===== config.mk =====
export PLATFORM = sky130hd
export DESIGN_NAME = decode_front_top
export DESIGN_NICKNAME = d
export VERILOG_FILES = /design/src/common/rv_isa_pkg.sv /design/src/common/uop_pkg.sv /design/src/common/dec_if.sv /design/src/decode_front_top.sv /design/src/decode_csr.sv /design/src/decode/decode_stage.sv /design/src/decode/decode_riscv.sv
export SDC_FILE = /design/constraint.sdc
export NUM_CORES = 1
export LEC_CHECK = 0
export ABC_CLOCK_PERIOD_IN_PS = 20400
export BUFFER_PORTS_ARGS = -buffer_cell sky130_fd_sc_hd__buf_2
export CELL_PAD_IN_SITES_DETAIL_PLACEMENT = 0
export CELL_PAD_IN_SITES_GLOBAL_PLACEMENT = 1
export CORE_ASPECT_RATIO = 0.6
export CORE_UTILIZATION = 44
export CTS_BUF_LIST = sky130_fd_sc_hd__clkbuf_16
export CTS_CLUSTER_DIAMETER = 100
export CTS_CLUSTER_SIZE = 10
export DETAILED_ROUTE_END_ITERATION = 6
export GPL_ROUTABILITY_DRIVEN = 0
export PLACE_DENSITY = 0.89
export SYNTH_ARGS = -nofsm -noshare
export SYNTH_HDL_FRONTEND = slang
export SYNTH_SLANG_ARGS = --single-unit
export TNS_END_PERCENT = 30

===== constraint.sdc =====
create_clock -name clk -period 20.4 [get_ports clk]
set_input_delay 2.04 -clock clk [delete_from_list [all_inputs] [get_ports clk]]
set_output_delay 2.04 -clock clk [all_outputs]
set_load 0.05 [all_outputs]

===== src/common/rv_isa_pkg.sv =====
package rv_isa_pkg;

	localparam int INSN_W = 32;
	localparam int XLEN = 64;
	localparam int RV_REG_W = 5;	// architectural register index

	typedef enum logic [6:0] {
		OP_LOAD = 7'h03,
		OP_IMM = 7'h13,
		OP_AUIPC = 7'h17,
		OP_STORE = 7'h23,
		OP_REG = 7'h33,
		OP_LUI = 7'h37,
		OP_BRANCH = 7'h63,
		OP_JALR = 7'h67,
		OP_JAL = 7'h6f
	} rv_opcode_e;

	// x1 and x5 are the link registers
	localparam logic [RV_REG_W-1:0] LINK_REG_A = 5'd1;
	localparam logic [RV_REG_W-1:0] LINK_REG_B = 5'd5;

	localparam logic [2:0] F3_ADD = 3'd0;	// alu group
	localparam logic [2:0] F3_SLL = 3'd1;
	localparam logic [2:0] F3_SLT = 3'd2;
	localparam logic [2:0] F3_SLTU = 3'd3;
	localparam logic [2:0] F3_XOR = 3'd4;
	localparam logic [2:0] F3_SR = 3'd5;
	localparam logic [2:0] F3_OR = 3'd6;
	localparam logic [2:0] F3_AND = 3'd7;

	localparam logic [2:0] F3_SZ_B = 3'd0;	// load/store size
	localparam logic [2:0] F3_SZ_H = 3'd1;
	localparam logic [2:0] F3_SZ_W = 3'd2;
	localparam logic [2:0] F3_SZ_D = 3'd3;
	localparam logic [2:0] F3_SZ_BU = 3'd4;
	localparam logic [2:0] F3_SZ_HU = 3'd5;
	localparam logic [2:0] F3_SZ_WU = 3'd6;

	localparam logic [2:0] F3_BEQ = 3'd0;	// branch conditions
	localparam logic [2:0] F3_BNE = 3'd1;
	localparam logic [2:0] F3_BLT = 3'd4;
	localparam logic [2:0] F3_BGE = 3'd5;
	localparam logic [2:0] F3_BLTU = 3'd6;
	localparam logic [2:0] F3_BGEU = 3'd7;
	localparam logic [2:0] F3_JALR = 3'd0;

	localparam logic [6:0] F7_BASE = 7'h00;
	localparam logic [6:0] F7_ALT = 7'h20;	// sub, sra
	localparam logic [5:0] F6_BASE = 6'h00;	// rv64 immediate shifts
	localparam logic [5:0] F6_SRA = 6'h10;

endpackage

===== src/common/uop_pkg.sv =====
package uop_pkg;

	import rv_isa_pkg::*;

	localparam int UOP_REG_W = 6;
	localparam int PHT_W = 8;

	typedef enum logic [5:0] {
		II,
		NOP,
		LB, LH, LW, LD, LBU, LHU, LWU,
		SB, SH, SW, SD,
		ADDI, SLLI, SLTI, SLTIU, XORI, SRLI, SRAI, ORI, ANDI,
		ADDU, SUBU, SLL, SLT, SLTU, XOR, SRL, SRA, OR, AND,
		LUI,
		AUIPC,
		BEQ, BNE, BLT, BGE, BLTU, BGEU,
		J, JAL, JR, JALR, RET
	} uop_op_e;

	// register indices are zero-filled into the low bits
	typedef struct packed {
		uop_op_e op;
		logic [UOP_REG_W-1:0] src_a;
		logic [UOP_REG_W-1:0] src_b;
		logic [UOP_REG_W-1:0] dst;
		logic src_a_valid;
		logic src_b_valid;
		logic dst_valid;
		logic is_br;
		logic br_pred;
		logic is_mem;
		logic is_store;
		logic is_int;
		logic is_cheap_int;
		logic [XLEN-1:0] rvimm;
		logic [XLEN-1:0] pc;
		logic [PHT_W-1:0] pht_idx;
		logic [XLEN-1:0] pred_target;
	} uop_t;

	typedef enum logic [1:0] {
		CSR_MODE = 2'd0,
		CSR_DECODED = 2'd1,
		CSR_ILLEGAL = 2'd2
	} csr_addr_e;

endpackage


===== src/common/dec_if.sv =====
`timescale 1ns/10ps

interface dec_if
	import rv_isa_pkg::*;
	import uop_pkg::*;
#(
	parameter int PREG_W = 6
);

	logic req;
	logic ack;
	logic [INSN_W-1:0] insn;
	logic [XLEN-1:0] pc;
	logic pred;	// taken prediction from fetch
	logic [PHT_W-1:0] pht_idx;
	logic [XLEN-1:0] pred_target;

	modport producer (
		output req, insn, pc, pred, pht_idx, pred_target,
		input ack
	);

	modport consumer (
		input req, insn, pc, pred, pht_idx, pred_target,
		output ack
	);

endinterface


===== src/decode_front_top.sv =====
`timescale 1ns/10ps

module decode_front_top
	import rv_isa_pkg::*;
	import uop_pkg::*;
#(
	parameter int PREG_W = 6,
	parameter int CNT_W = 16
)
(
	input logic clk,
	input logic rst_n,
	input logic in_req,
	output logic in_ack,
	input logic [INSN_W-1:0] in_insn,
	input logic [XLEN-1:0] in_pc,
	input logic in_pred,
	input logic [PHT_W-1:0] in_pht_idx,
	input logic [XLEN-1:0] in_pred_target,
	output logic out_req,
	input logic out_ack,
	output uop_op_e uop_op,
	output logic [PREG_W-1:0] uop_src_a,
	output logic [PREG_W-1:0] uop_src_b,
	output logic [PREG_W-1:0] uop_dst,
	output logic uop_src_a_valid,
	output logic uop_src_b_valid,
	output logic uop_dst_valid,
	output logic uop_is_br,
	output logic uop_br_pred,
	output logic uop_is_mem,
	output logic uop_is_store,
	output logic uop_is_int,
	output logic uop_is_cheap_int,
	output logic [XLEN-1:0] uop_rvimm,
	output logic [XLEN-1:0] uop_pc,
	output logic [PHT_W-1:0] uop_pht_idx,
	output logic [XLEN-1:0] uop_pred_target,
	input logic cfg_we,
	input csr_addr_e cfg_addr,
	input logic [CNT_W-1:0] cfg_wdata,
	output logic [CNT_W-1:0] cfg_rdata
);

	uop_t uop;
	logic mode64;
	logic count_en;
	logic illegal;

	dec_if #(
		.PREG_W(PREG_W)
	) in_if ();

	assign in_if.req = in_req;
	assign in_if.insn = in_insn;
	assign in_if.pc = in_pc;
	assign in_if.pred = in_pred;
	assign in_if.pht_idx = in_pht_idx;
	assign in_if.pred_target = in_pred_target;
	assign in_ack = in_if.ack;

	decode_stage #(
		.PREG_W(PREG_W)
	) decode_stage_inst (
		.clk(clk),
		.rst_n(rst_n),
		.mode64(mode64),
		.in_port(in_if.consumer),
		.out_req(out_req),
		.out_ack(out_ack),
		.uop(uop),
		.count_en(count_en),
		.illegal(illegal)
	);

	decode_csr #(
		.CNT_W(CNT_W)
	) decode_csr_inst (
		.clk(clk),
		.rst_n(rst_n),
		.cfg_we(cfg_we),
		.cfg_addr(cfg_addr),
		.cfg_wdata(cfg_wdata),
		.cfg_rdata(cfg_rdata),
		.count_en(count_en),
		.illegal(illegal),
		.mode64(mode64)
	);

	assign uop_op = uop.op;
	assign uop_src_a = PREG_W'(uop.src_a);	// upper bits zero
	assign uop_src_b = PREG_W'(uop.src_b);
	assign uop_dst = PREG_W'(uop.dst);
	assign uop_src_a_valid = uop.src_a_valid;
	assign uop_src_b_valid = uop.src_b_valid;
	assign uop_dst_valid = uop.dst_valid;
	assign uop_is_br = uop.is_br;
	assign uop_br_pred = uop.br_pred;
	assign uop_is_mem = uop.is_mem;
	assign uop_is_store = uop.is_store;
	assign uop_is_int = uop.is_int;
	assign uop_is_cheap_int = uop.is_cheap_int;
	assign uop_rvimm = uop.rvimm;
	assign uop_pc = uop.pc;
	assign uop_pht_idx = uop.pht_idx;
	assign uop_pred_target = uop.pred_target;

endmodule


===== src/decode_csr.sv =====
`timescale 1ns/10ps

module decode_csr
	import uop_pkg::*;
#(
	parameter int CNT_W = 16
)
(
	input logic clk,
	input logic rst_n,
	input logic cfg_we,
	input csr_addr_e cfg_addr,
	input logic [CNT_W-1:0] cfg_wdata,
	output logic [CNT_W-1:0] cfg_rdata,
	input logic count_en,
	input logic illegal,
	output logic mode64
);

	logic [CNT_W-1:0] decoded_cnt;
	logic [CNT_W-1:0] illegal_cnt;

	always_ff @(posedge clk or negedge rst_n)
	begin
		if (!rst_n)
		begin
			mode64 <= 1'b1;
			decoded_cnt <= '0;
			illegal_cnt <= '0;
		end
		else
		begin
			if (cfg_we && cfg_addr == CSR_MODE)
				mode64 <= cfg_wdata[0];
			if (cfg_we && cfg_addr == CSR_DECODED)
				decoded_cnt <= '0;	// any write clears
			else if (count_en && decoded_cnt != '1)
				decoded_cnt <= decoded_cnt + 1'b1;
			if (cfg_we && cfg_addr == CSR_ILLEGAL)
				illegal_cnt <= '0;
			else if (illegal && illegal_cnt != '1)
				illegal_cnt <= illegal_cnt + 1'b1;	// saturates
		end
	end

	always_comb
	begin
		case (cfg_addr)
			CSR_MODE: cfg_rdata = CNT_W'(mode64);
			CSR_DECODED: cfg_rdata = decoded_cnt;
			CSR_ILLEGAL: cfg_rdata = illegal_cnt;
			default: cfg_rdata = '0;
		endcase
	end

endmodule


===== src/decode/decode_stage.sv =====
`timescale 1ns/10ps

module decode_stage
	import uop_pkg::*;
#(
	parameter int PREG_W = 6
)
(
	input logic clk,
	input logic rst_n,
	input logic mode64,
	dec_if.consumer in_port,
	output logic out_req,
	input logic out_ack,
	output uop_t uop,
	output logic count_en,
	output logic illegal
);

	typedef enum logic [1:0] {
		IDLE,
		FULL,
		WAIT_OUT_LOW,
		WAIT_IN_LOW
	} state_e;

	state_e state;
	uop_t dec_uop;
	logic in_ack;
	logic capture;

	decode_riscv #(
		.PREG_W(PREG_W)
	) decode_riscv_inst (
		.mode64(mode64),
		.insn(in_port.insn),
		.pc(in_port.pc),
		.pred(in_port.pred),
		.pht_idx(in_port.pht_idx),
		.pred_target(in_port.pred_target),
		.uop(dec_uop)
	);

	assign capture = (state == IDLE) && in_port.req;
	assign in_port.ack = in_ack;

	always_ff @(posedge clk)
	begin
		if (capture)
			uop <= dec_uop;	// held until the next capture
	end

	always_ff @(posedge clk or negedge rst_n)
	begin
		if (!rst_n)
		begin
			state <= IDLE;
			in_ack <= 1'b0;
			out_req <= 1'b0;
			count_en <= 1'b0;
			illegal <= 1'b0;
		end
		else
		begin
			count_en <= 1'b0;
			illegal <= 1'b0;
			if (in_ack && !in_port.req)
				in_ack <= 1'b0;	// input side closes on its own
			case (state)
				IDLE:
				begin
					if (capture)
					begin
						in_ack <= 1'b1;
						out_req <= 1'b1;
						count_en <= 1'b1;
						illegal <= (dec_uop.op == II);
						state <= FULL;
					end
				end
				FULL:
				begin
					if (out_ack)
					begin
						out_req <= 1'b0;
						state <= WAIT_OUT_LOW;
					end
				end
				WAIT_OUT_LOW:
				begin
					if (!out_ack)
						state <= WAIT_IN_LOW;
				end
				WAIT_IN_LOW:
				begin
					if (!in_ack)
						state <= IDLE;
				end
			endcase
		end
	end

endmodule


===== src/decode/decode_riscv.sv =====
`timescale 1ns/10ps

module decode_riscv
	import rv_isa_pkg::*;
	import uop_pkg::*;
#(
	parameter int PREG_W = 6
)
(
	input logic mode64,
	input logic [INSN_W-1:0] insn,
	input logic [XLEN-1:0] pc,
	input logic pred,
	input logic [PHT_W-1:0] pht_idx,
	input logic [XLEN-1:0] pred_target,
	output uop_t uop
);

	rv_opcode_e opcode;
	logic [2:0] funct3;
	logic [6:0] funct7;
	logic [5:0] funct6;
	logic [PREG_W-1:0] rd;
	logic [PREG_W-1:0] rs1;
	logic [PREG_W-1:0] rs2;
	logic rd_zero;
	logic rs1_is_link;
	logic alu_wr;
	logic [XLEN-1:0] imm_i;
	logic [XLEN-1:0] imm_s;
	logic [XLEN-1:0] imm_u;
	logic [XLEN-1:0] imm_b;
	logic [XLEN-1:0] imm_j;
	logic [XLEN-1:0] pc_imm;
	logic [XLEN-1:0] pc_sum;
	logic [XLEN-1:0] pc_rel;

	assign opcode = rv_opcode_e'(insn[6:0]);
	assign funct3 = insn[14:12];
	assign funct7 = insn[31:25];
	assign funct6 = insn[31:26];
	assign rd = PREG_W'(insn[11:7]);
	assign rs1 = PREG_W'(insn[19:15]);
	assign rs2 = PREG_W'(insn[24:20]);
	assign rd_zero = (insn[11:7] == '0);
	assign rs1_is_link = (insn[19:15] == LINK_REG_A) || (insn[19:15] == LINK_REG_B);

	assign imm_i = {{(XLEN-12){insn[31]}}, insn[31:20]};
	assign imm_s = {{(XLEN-12){insn[31]}}, insn[31:25], insn[11:7]};
	assign imm_u = {{(XLEN-32){insn[31]}}, insn[31:12], 12'd0};
	assign imm_b = {{(XLEN-13){insn[31]}}, insn[31], insn[7], insn[30:25], insn[11:8], 1'b0};
	assign imm_j = {{(XLEN-21){insn[31]}}, insn[31], insn[19:12], insn[20], insn[30:21], 1'b0};

	// pc-relative target for branch, jal and auipc
	assign pc_imm = (opcode == OP_BRANCH) ? imm_b : (opcode == OP_JAL) ? imm_j : imm_u;
	assign pc_sum = pc + pc_imm;
	assign pc_rel = mode64 ? pc_sum : {{(XLEN-32){pc_sum[31]}}, pc_sum[31:0]};

	always_comb
	begin
		uop = '0;
		uop.op = II;
		uop.pc = pc;
		uop.pht_idx = pht_idx;
		uop.pred_target = pred_target;
		alu_wr = 1'b0;
		case (opcode)
			OP_LOAD:
			begin
				uop.dst = UOP_REG_W'(rd);
				uop.src_a = UOP_REG_W'(rs1);
				uop.dst_valid = !rd_zero;
				uop.src_a_valid = 1'b1;
				uop.is_mem = 1'b1;
				uop.rvimm = imm_i;
				case (funct3)
					F3_SZ_B: uop.op = LB;
					F3_SZ_H: uop.op = LH;
					F3_SZ_W: uop.op = LW;
					F3_SZ_D: uop.op = mode64 ? LD : II;
					F3_SZ_BU: uop.op = LBU;
					F3_SZ_HU: uop.op = LHU;
					F3_SZ_WU: uop.op = mode64 ? LWU : II;
					default: uop.op = II;
				endcase
			end
			OP_STORE:
			begin
				uop.src_a = UOP_REG_W'(rs1);
				uop.src_b = UOP_REG_W'(rs2);
				uop.src_a_valid = 1'b1;
				uop.src_b_valid = 1'b1;
				uop.is_mem = 1'b1;
				uop.is_store = 1'b1;
				uop.rvimm = imm_s;
				case (funct3)
					F3_SZ_B: uop.op = SB;
					F3_SZ_H: uop.op = SH;
					F3_SZ_W: uop.op = SW;
					F3_SZ_D: uop.op = mode64 ? SD : II;
					default: uop.op = II;
				endcase
			end
			OP_IMM:
			begin
				alu_wr = 1'b1;
				uop.dst = UOP_REG_W'(rd);
				uop.src_a = UOP_REG_W'(rs1);
				uop.dst_valid = 1'b1;
				uop.src_a_valid = 1'b1;
				uop.is_int = 1'b1;
				uop.is_cheap_int = 1'b1;
				uop.rvimm = imm_i;
				case (funct3)
					F3_ADD: uop.op = ADDI;
					F3_SLL: uop.op = (funct6 == F6_BASE) ? SLLI : II;
					F3_SLT: uop.op = SLTI;
					F3_SLTU: uop.op = SLTIU;
					F3_XOR: uop.op = XORI;
					F3_SR:
					begin
						if (funct6 == F6_BASE)
							uop.op = SRLI;
						else if (funct6 == F6_SRA)
							uop.op = SRAI;
					end
					F3_OR: uop.op = ORI;
					F3_AND: uop.op = ANDI;
				endcase
			end
			OP_REG:
			begin
				alu_wr = 1'b1;
				uop.dst = UOP_REG_W'(rd);
				uop.src_a = UOP_REG_W'(rs1);
				uop.src_b = UOP_REG_W'(rs2);
				uop.dst_valid = 1'b1;
				uop.src_a_valid = 1'b1;
				uop.src_b_valid = 1'b1;
				uop.is_int = 1'b1;
				uop.is_cheap_int = 1'b1;
				if (funct7 == F7_BASE)
				begin
					case (funct3)
						F3_ADD: uop.op = ADDU;
						F3_SLL: uop.op = SLL;
						F3_SLT: uop.op = SLT;
						F3_SLTU: uop.op = SLTU;
						F3_XOR: uop.op = XOR;
						F3_SR: uop.op = SRL;
						F3_OR: uop.op = OR;
						F3_AND: uop.op = AND;
					endcase
				end
				else if (funct7 == F7_ALT && funct3 == F3_ADD)
					uop.op = SUBU;
				else if (funct7 == F7_ALT && funct3 == F3_SR)
					uop.op = SRA;
			end
			OP_LUI:
			begin
				alu_wr = 1'b1;
				uop.op = LUI;
				uop.dst = UOP_REG_W'(rd);
				uop.dst_valid = 1'b1;
				uop.is_int = 1'b1;
				uop.is_cheap_int = 1'b1;
				uop.rvimm = imm_u;
			end
			OP_AUIPC:
			begin
				alu_wr = 1'b1;
				uop.op = AUIPC;
				uop.dst = UOP_REG_W'(rd);
				uop.dst_valid = 1'b1;
				uop.is_int = 1'b1;
				uop.is_cheap_int = 1'b1;
				uop.rvimm = pc_rel;
			end
			OP_BRANCH:
			begin
				uop.src_a = UOP_REG_W'(rs1);
				uop.src_b = UOP_REG_W'(rs2);
				uop.src_a_valid = 1'b1;
				uop.src_b_valid = 1'b1;
				uop.is_br = 1'b1;
				uop.br_pred = pred;
				uop.is_int = 1'b1;
				uop.is_cheap_int = 1'b1;
				uop.rvimm = pc_rel;
				case (funct3)
					F3_BEQ: uop.op = BEQ;
					F3_BNE: uop.op = BNE;
					F3_BLT: uop.op = BLT;
					F3_BGE: uop.op = BGE;
					F3_BLTU: uop.op = BLTU;
					F3_BGEU: uop.op = BGEU;
					default: uop.op = II;
				endcase
			end
			OP_JALR:
			begin
				uop.src_a = UOP_REG_W'(rs1);
				uop.src_a_valid = 1'b1;
				uop.is_br = 1'b1;
				uop.br_pred = 1'b1;
				uop.is_int = 1'b1;
				uop.is_cheap_int = 1'b1;
				uop.rvimm = imm_i;
				if (funct3 == F3_JALR && rd_zero)
					uop.op = rs1_is_link ? RET : JR;	// link rule
				else if (funct3 == F3_JALR)
				begin
					uop.op = JALR;
					uop.dst = UOP_REG_W'(rd);
					uop.dst_valid = 1'b1;
				end
			end
			OP_JAL:
			begin
				uop.is_br = 1'b1;
				uop.br_pred = 1'b1;
				uop.is_int = 1'b1;
				uop.is_cheap_int = 1'b1;
				uop.rvimm = pc_rel;
				if (rd_zero)
					uop.op = J;
				else
				begin
					uop.op = JAL;
					uop.dst = UOP_REG_W'(rd);
					uop.dst_valid = 1'b1;
				end
			end
			default: uop.op = II;	// fence, system, rv64 w-forms
		endcase

		if (alu_wr && rd_zero && uop.op != II)
			uop.op = NOP;
		// nop and illegal carry no operands
		if (uop.op == II || uop.op == NOP)
		begin
			uop.src_a = '0;
			uop.src_b = '0;
			uop.dst = '0;
			uop.src_a_valid = 1'b0;
			uop.src_b_valid = 1'b0;
			uop.dst_valid = 1'b0;
			uop.is_br = 1'b0;
			uop.br_pred = 1'b0;
			uop.is_mem = 1'b0;
			uop.is_store = 1'b0;
			uop.is_int = 1'b0;
			uop.is_cheap_int = 1'b0;
		end
	end

endmodule


# == Yosys cells after proc, flatten, opt, wreduce, memory -nomap -nowiden ==
# Memory sizes are Yosys's and may differ from the RTL's.
# Cells that the tools add are included.
# word_totals
reg_bits,272
latchBits,0
ram_bits,0
rom_bits,32
input_bits,192
out_inout_bits,251
wordCells,163
mem_count,1
# op_classes
addsub,3
mul,0
div_mod_pow,0
magnitude_cmp,0
eq_ne,32
n_shift,0
mux,58
bitwise_logic,2
reduce_logical,40
# mem_list
name,words,width,read_ports,rd_clocked_by_memory_dff,write_ports,line,rtl
(name not given),8,4,1,0,0,decode_riscv.sv:144,case (funct3)
# op_table
op,count
$pmux W64 S4,1
$add A64 B64 Y64,1
$mux W16,4
$mux W64,1
$mux W31,2
$pmux W6 S9,1
$pmux W16 S3,1
$pmux W6 S8,1
$mux W6,6
$pmux W6 S6,1
$add A16 B1 Y16 const B,2
$ne A16 B16 Y1 const B,2
$eq A7 B6 Y1 const B,4
$pmux W4 S7,1
$mux W5,5
$eq A7 B7 Y1 const B,3
$mux W1,18
$pmux W4 S4,1
$pmux W5 S3,1
$eq A7 B5 Y1 const B,2
$eq A3 B3 Y1 const B,4
$logic_and A1 B1 Y1,12
$logic_not A6 Y1,2
$mux W4,3
34 further kinds,56

# == Depth between registers and ports, before layout ==
# depth
depth_word,12
mapped_depth,18
ltp_nobuf,15

# == Modules after synthesis ==
# Synthesis repeated with hierarchy kept, for this count alone.
# hier_totals
hier_cells,1437
hier_area_um2,15817.7
# modules_own_cells
mod,n_inst,cells_each,area_each_um2,seq_area_each_um2
decode_stage,1,263,7325.8,7146.9
decode_riscv,1,951,6482.5,0.0
decode_csr,1,223,2009.4,827.0

# == Worst setup path before layout ==
# Ideal clock, no wire load.
# synth_timing
path_kind,input -> register
start,input port in_req
end,register decode_stage_inst.count_en
setup_time_ps,688
arrival_ps,7215
required_ps,19712
setup_slack_ps,12496
stages,1
path_buffers,0
path_cell_list,and2_1
# synth_between
elab_chain_cells,3
# synth_lines
item,line,rtl
start: declaration,decode_front_top.sv:13,"input logic in_req,"
$logic_and A1 B1 Y1,decode_stage.sv:44,assign capture = (state == IDLE) && in_port.req;
$mux W1,decode_stage.sv:72,if (capture)
$mux W1,decode_stage.sv:69,case (state)
end signal: assignment,decode_stage.sv:60,count_en <= 1'b0;
end signal: assignment,decode_stage.sv:65,count_en <= 1'b0;
end signal: assignment,decode_stage.sv:76,count_en <= 1'b1;
end: declaration,decode_stage.sv:16,"output logic count_en,"
# Every way passes these cells.
# A chain may end at the register's enable or synchronous reset.

==> impl_metrics.toml <==
[power_and_ir_drop]
power_density_mw_per_mm2 = 105
leakage_nw = 7.74
power_mw = 1.93
ir_worst_vdd_uv = 66.9

[timing]
rsz0062_at_grt = "false"
slew_viol_final = 0
finalHoldViolCount = 0
timing.fmax_mhz = 145
clock-skew-final_ps = 11.7
finalCritPeriodShare_pct = 33.7
finalSetupTns_ps = 0
tightest_slew_ps = 1120
setup_violations = 0
fin_crit_ps = 6880
relSlewSlack_pct = 25.3
timing.final.ws_setup_ps = 13520

[clock_network]
numClockSinks = 268
clk_pin_slew_ps = 60
clk_path_buf_depth = 3
h-tree-depth = 1
clkLatencyLatePin_ps = 580
cts-buffers-inserted = 30
postCtsSetupBuffers = 0
cts_hold_buf = 0
ctsResizeCount = 0
cts_root_buffer = "clkbuf_16"
cts_tree = "done"

[setup_path]
cp.depth = 16
critPathBufInv = 2
crit_family = "simple AND/OR/NAND/NOR gates"
endpoint_kind = "register"
crit_top_cell = "nor2_1"
crit_fanout = 18
path_cells = "buf_2 -> nand3b_1 -> or2_2 -> nor2_1 -> nor2_1 -> buf_4 -> nor2_1 -> a21o_1 -> ha_1 -> nand4_1 -> or3_1 -> a2111oi_2 -> o21ai_0 -> a211oi_2 -> mux2i_1 -> a311oi_1"
cp_slowest_stage_delay_ps = 780
start_kind = "input port"
slowest_stage = "a2111oi_2"
reg2reg_slack_ps = 17360
r2r-end = "decode_stage_inst.uop[67]"
critical_path.startpoint = "in_insn[4]"
worstSetupPathType = "in2reg"
crit_end = "decode_stage_inst.uop[195]"
required_ps = 20770
worstReg2RegStart = "decode_stage_inst.state[1]"
arrival_ps = 7250
reg2reg_depth = 4

[grt]
grtUsageMet1_pct = 40.2
antenna_found_initial = 5
grt-busiest-layer = "met1"
use_met3_pct = 8.85
grt_first_pass_wirelength_um = 72600
grt_pass1_vias = 12000
met2_usage_pct = 38.4
grt_usage_pct = 27.1
grt_max_degree = 82
grt_overflow = 0

[cells_and_area]
nets = 2050
area_growth_pct = 22.1
multiInputGateArea_mm2 = 0.00674
drive_gt1_share_pct = 27.7
regArea_mm2 = 0.00785
fillCellCount = 2909
design_area_mm2 = 0.0183

[drt]
drtPass1Iterations = 6
via_per_inst = 5.86
ant_nets = 0
vias = 13200
drtIter0Drc = 1527
finalWirelength_um = 48700
routedWlPerCell_um = 21.7
drc = 0

[hold_path]
min_path_type = "reg2reg"

[synth]
synthXorXnorAreaFrac_pct = 3.73
ys_seq_area_share_pct = 52.3
synth-seq-cells = 268
muxShareOfSynthArea_pct = 0.750
ys_async_sr_fraction_pct = 14.6
synth_top_family_by_area = "compound AO/OA/AOI/OAI gates"
syn_area_per_cell_um2 = 10.9
syn_inst = 1373
synthAdderAreaFrac_pct = 6.72
synth-edff-count = 229
synth-simple-area-share_pct = 14.0
syn_area_mm2 = 0.0150
yosysWarnings = 0
synth_compound_gate_area_share_pct = 19.6
ys.flop_type = "edfxtp_1"
ys_types = 94

[outcome]
outcome = "finished clean"

[place]
dp_slack_ps = 13220
hpwl_um = 37300
numPortBuffers = 424
placed_cell_area_mm2 = 0.0175

[floorplan]
die_x_um = 240
fp.dieH_um = 145
io_pins = 443
initial_core_util_pct = 45.5
die-area_mm2 = 0.0349
core_area_mm2 = 0.0330
num_rows = 51

[run]
cap_violations = 0
[worst reg2reg max path, stage by stage (launching register included)]
cell	delay (ps)
dfrtp_1	400
inv_1	100
ha_1	240
and2_4	890
buf_4	980
[synthesized netlist by cell type (5+ instances only)]
cell type	count	area [um^2]
edfxtp_1	229	6880
nand4_1	25	156
clkbuf_1	44	165
o211ai_1	9	67.6
a21oi_1	133	666
nor2b_1	16	100
nor4_1	11	68.8
dfrtp_1	38	951
a222oi_1	5	50.1
or2_2	8	50.1
xnor2_1	28	245
buf_6	6	67.6
or3_1	17	106
a311oi_1	7	61.3
and3_1	17	106
nor2_1	100	375
o21bai_1	8	60.1
o21ai_0	91	455
o2111a_1	6	67.6
a211oi_1	13	97.6
inv_1	33	124
nand3_1	25	125
ha_1	79	988
mux2i_1	9	90.1
a211o_1	6	52.6
nand2b_1	10	62.6
a22o_1	19	166
o31ai_1	8	60.1
o211a_1	7	70.1
a21o_1	47	353
and2_1	23	144
o21a_1	14	105
or4_1	5	37.5
nor3_1	28	140
nand2_1	110	413
a31oi_1	6	37.5
xor2_1	36	315
[cell type report]
| type | count | share of cell area, % |
|---|---|---|
| multi-input combinational | 1012 | 36.8 |
| clock buffer | 30 | 4.10 |
| timing repair buffer | 433 | 12.0 |
| tap | 450 | 3.07 |
| antenna | 3 | 0.0410 |
| sequential | 268 | 42.9 |
| clock inverter | 17 | 0.492 |
| inverter | 33 | 0.676 |
[through the flow]
| step | std cells | util (%) | hold WS, ps |
|---|---|---|---|
| floorplan | 1375 | - | 518 |
| global placement | 2196 | 53.0 | 482 |
| detailed placement | 2196 | 53.0 | 499 |
| CTS | 2243 | 55.5 | 511 |
| global route | 2243 | 55.5 | 548 |
| finish | 2246 | 55.5 | 504 |
[kinds of logic (layout without fill, tap and decap cells)]
group                    after synthesis  count (layout)
flip-flops                           268             268
AO/OA/AOI/OAI                        437             437
AND/OR/NAND/NOR                      417             417
other                                  1               6
buffers and inverters                 95             513
XOR/XNOR                              64              64
adder cells (fa/ha/maj)               80              80
multiplexers                          11              11
[worst min-delay path by stage]
stage	startpoint	endpoint	cells after the start
floorplan	decode_csr_inst.illegal_cnt[8]	decode_csr_inst.illegal_cnt[8]	2
global placement	decode_stage_inst.out_req	decode_stage_inst.out_req	2
detailed placement	decode_stage_inst.out_req	decode_stage_inst.out_req	2
CTS	decode_stage_inst.out_req	decode_stage_inst.out_req	2
global route	decode_stage_inst.out_req	decode_stage_inst.out_req	2
finish	decode_stage_inst.out_req	decode_stage_inst.out_req	2
[layout by cell type (no fill, tap or decap), types with 5 or more instances in the layout]
| cell type | instances |
|---|---|
| a211oi_1 | 13 |
| inv_1 | 48 |
| edfxtp_1 | 229 |
| xnor2_1 | 28 |
| o211ai_1 | 9 |
| a21oi_1 | 133 |
| dfrtp_1 | 38 |
| o2111a_1 | 6 |
| a211o_1 | 6 |
| or3_1 | 17 |
| o21a_1 | 14 |
| nor2b_1 | 16 |
| a21o_1 | 47 |
| nor4_1 | 11 |
| o21bai_1 | 8 |
| a311oi_1 | 7 |
| nand4_1 | 25 |
| mux2i_1 | 9 |
| and2_1 | 22 |
| a222oi_1 | 5 |
| o31ai_1 | 8 |
| a31oi_1 | 6 |
| o21ai_0 | 91 |
| o211a_1 | 7 |
| nand3_1 | 25 |
| and3_1 | 17 |
| a22o_1 | 19 |
| or2_2 | 8 |
| nand2_1 | 110 |
| buf_2 | 424 |
| nor3_1 | 28 |
| or4_1 | 5 |
| xor2_1 | 36 |
| nor2_1 | 100 |
| nand2b_1 | 10 |
| buf_4 | 9 |
| clkbuf_16 | 30 |
| ha_1 | 79 |
[registers in the layout, summed over array words and instances (netlist names)]
name,cells
decode_stage_inst.illegal,1
decode_stage_inst.uop,229
decode_stage_inst.state,2
decode_stage_inst.in_port.ack,1
decode_stage_inst.out_req,1
decode_csr_inst.decoded_cnt,16
decode_csr_inst.mode64,1
decode_csr_inst.illegal_cnt,16
decode_stage_inst.count_en,1
[metal layers]
metal	vias up	routed length, um	part of all wire, %
li1	6062	-	-
met1	6343	21500	44
met2	695	20800	43
met3	68	5420	11
met4	2	939	1.9
met5	-	13	0.027
[power by group]
| group | switching (mW) | internal [mW] |
|---|---|---|
| Sequential | 0.0366 | 0.726 |
| Clock | 0.214 | 0.262 |
| Combinational | 0.547 | 0.143 |
Power figures use the tool's default switching activity.
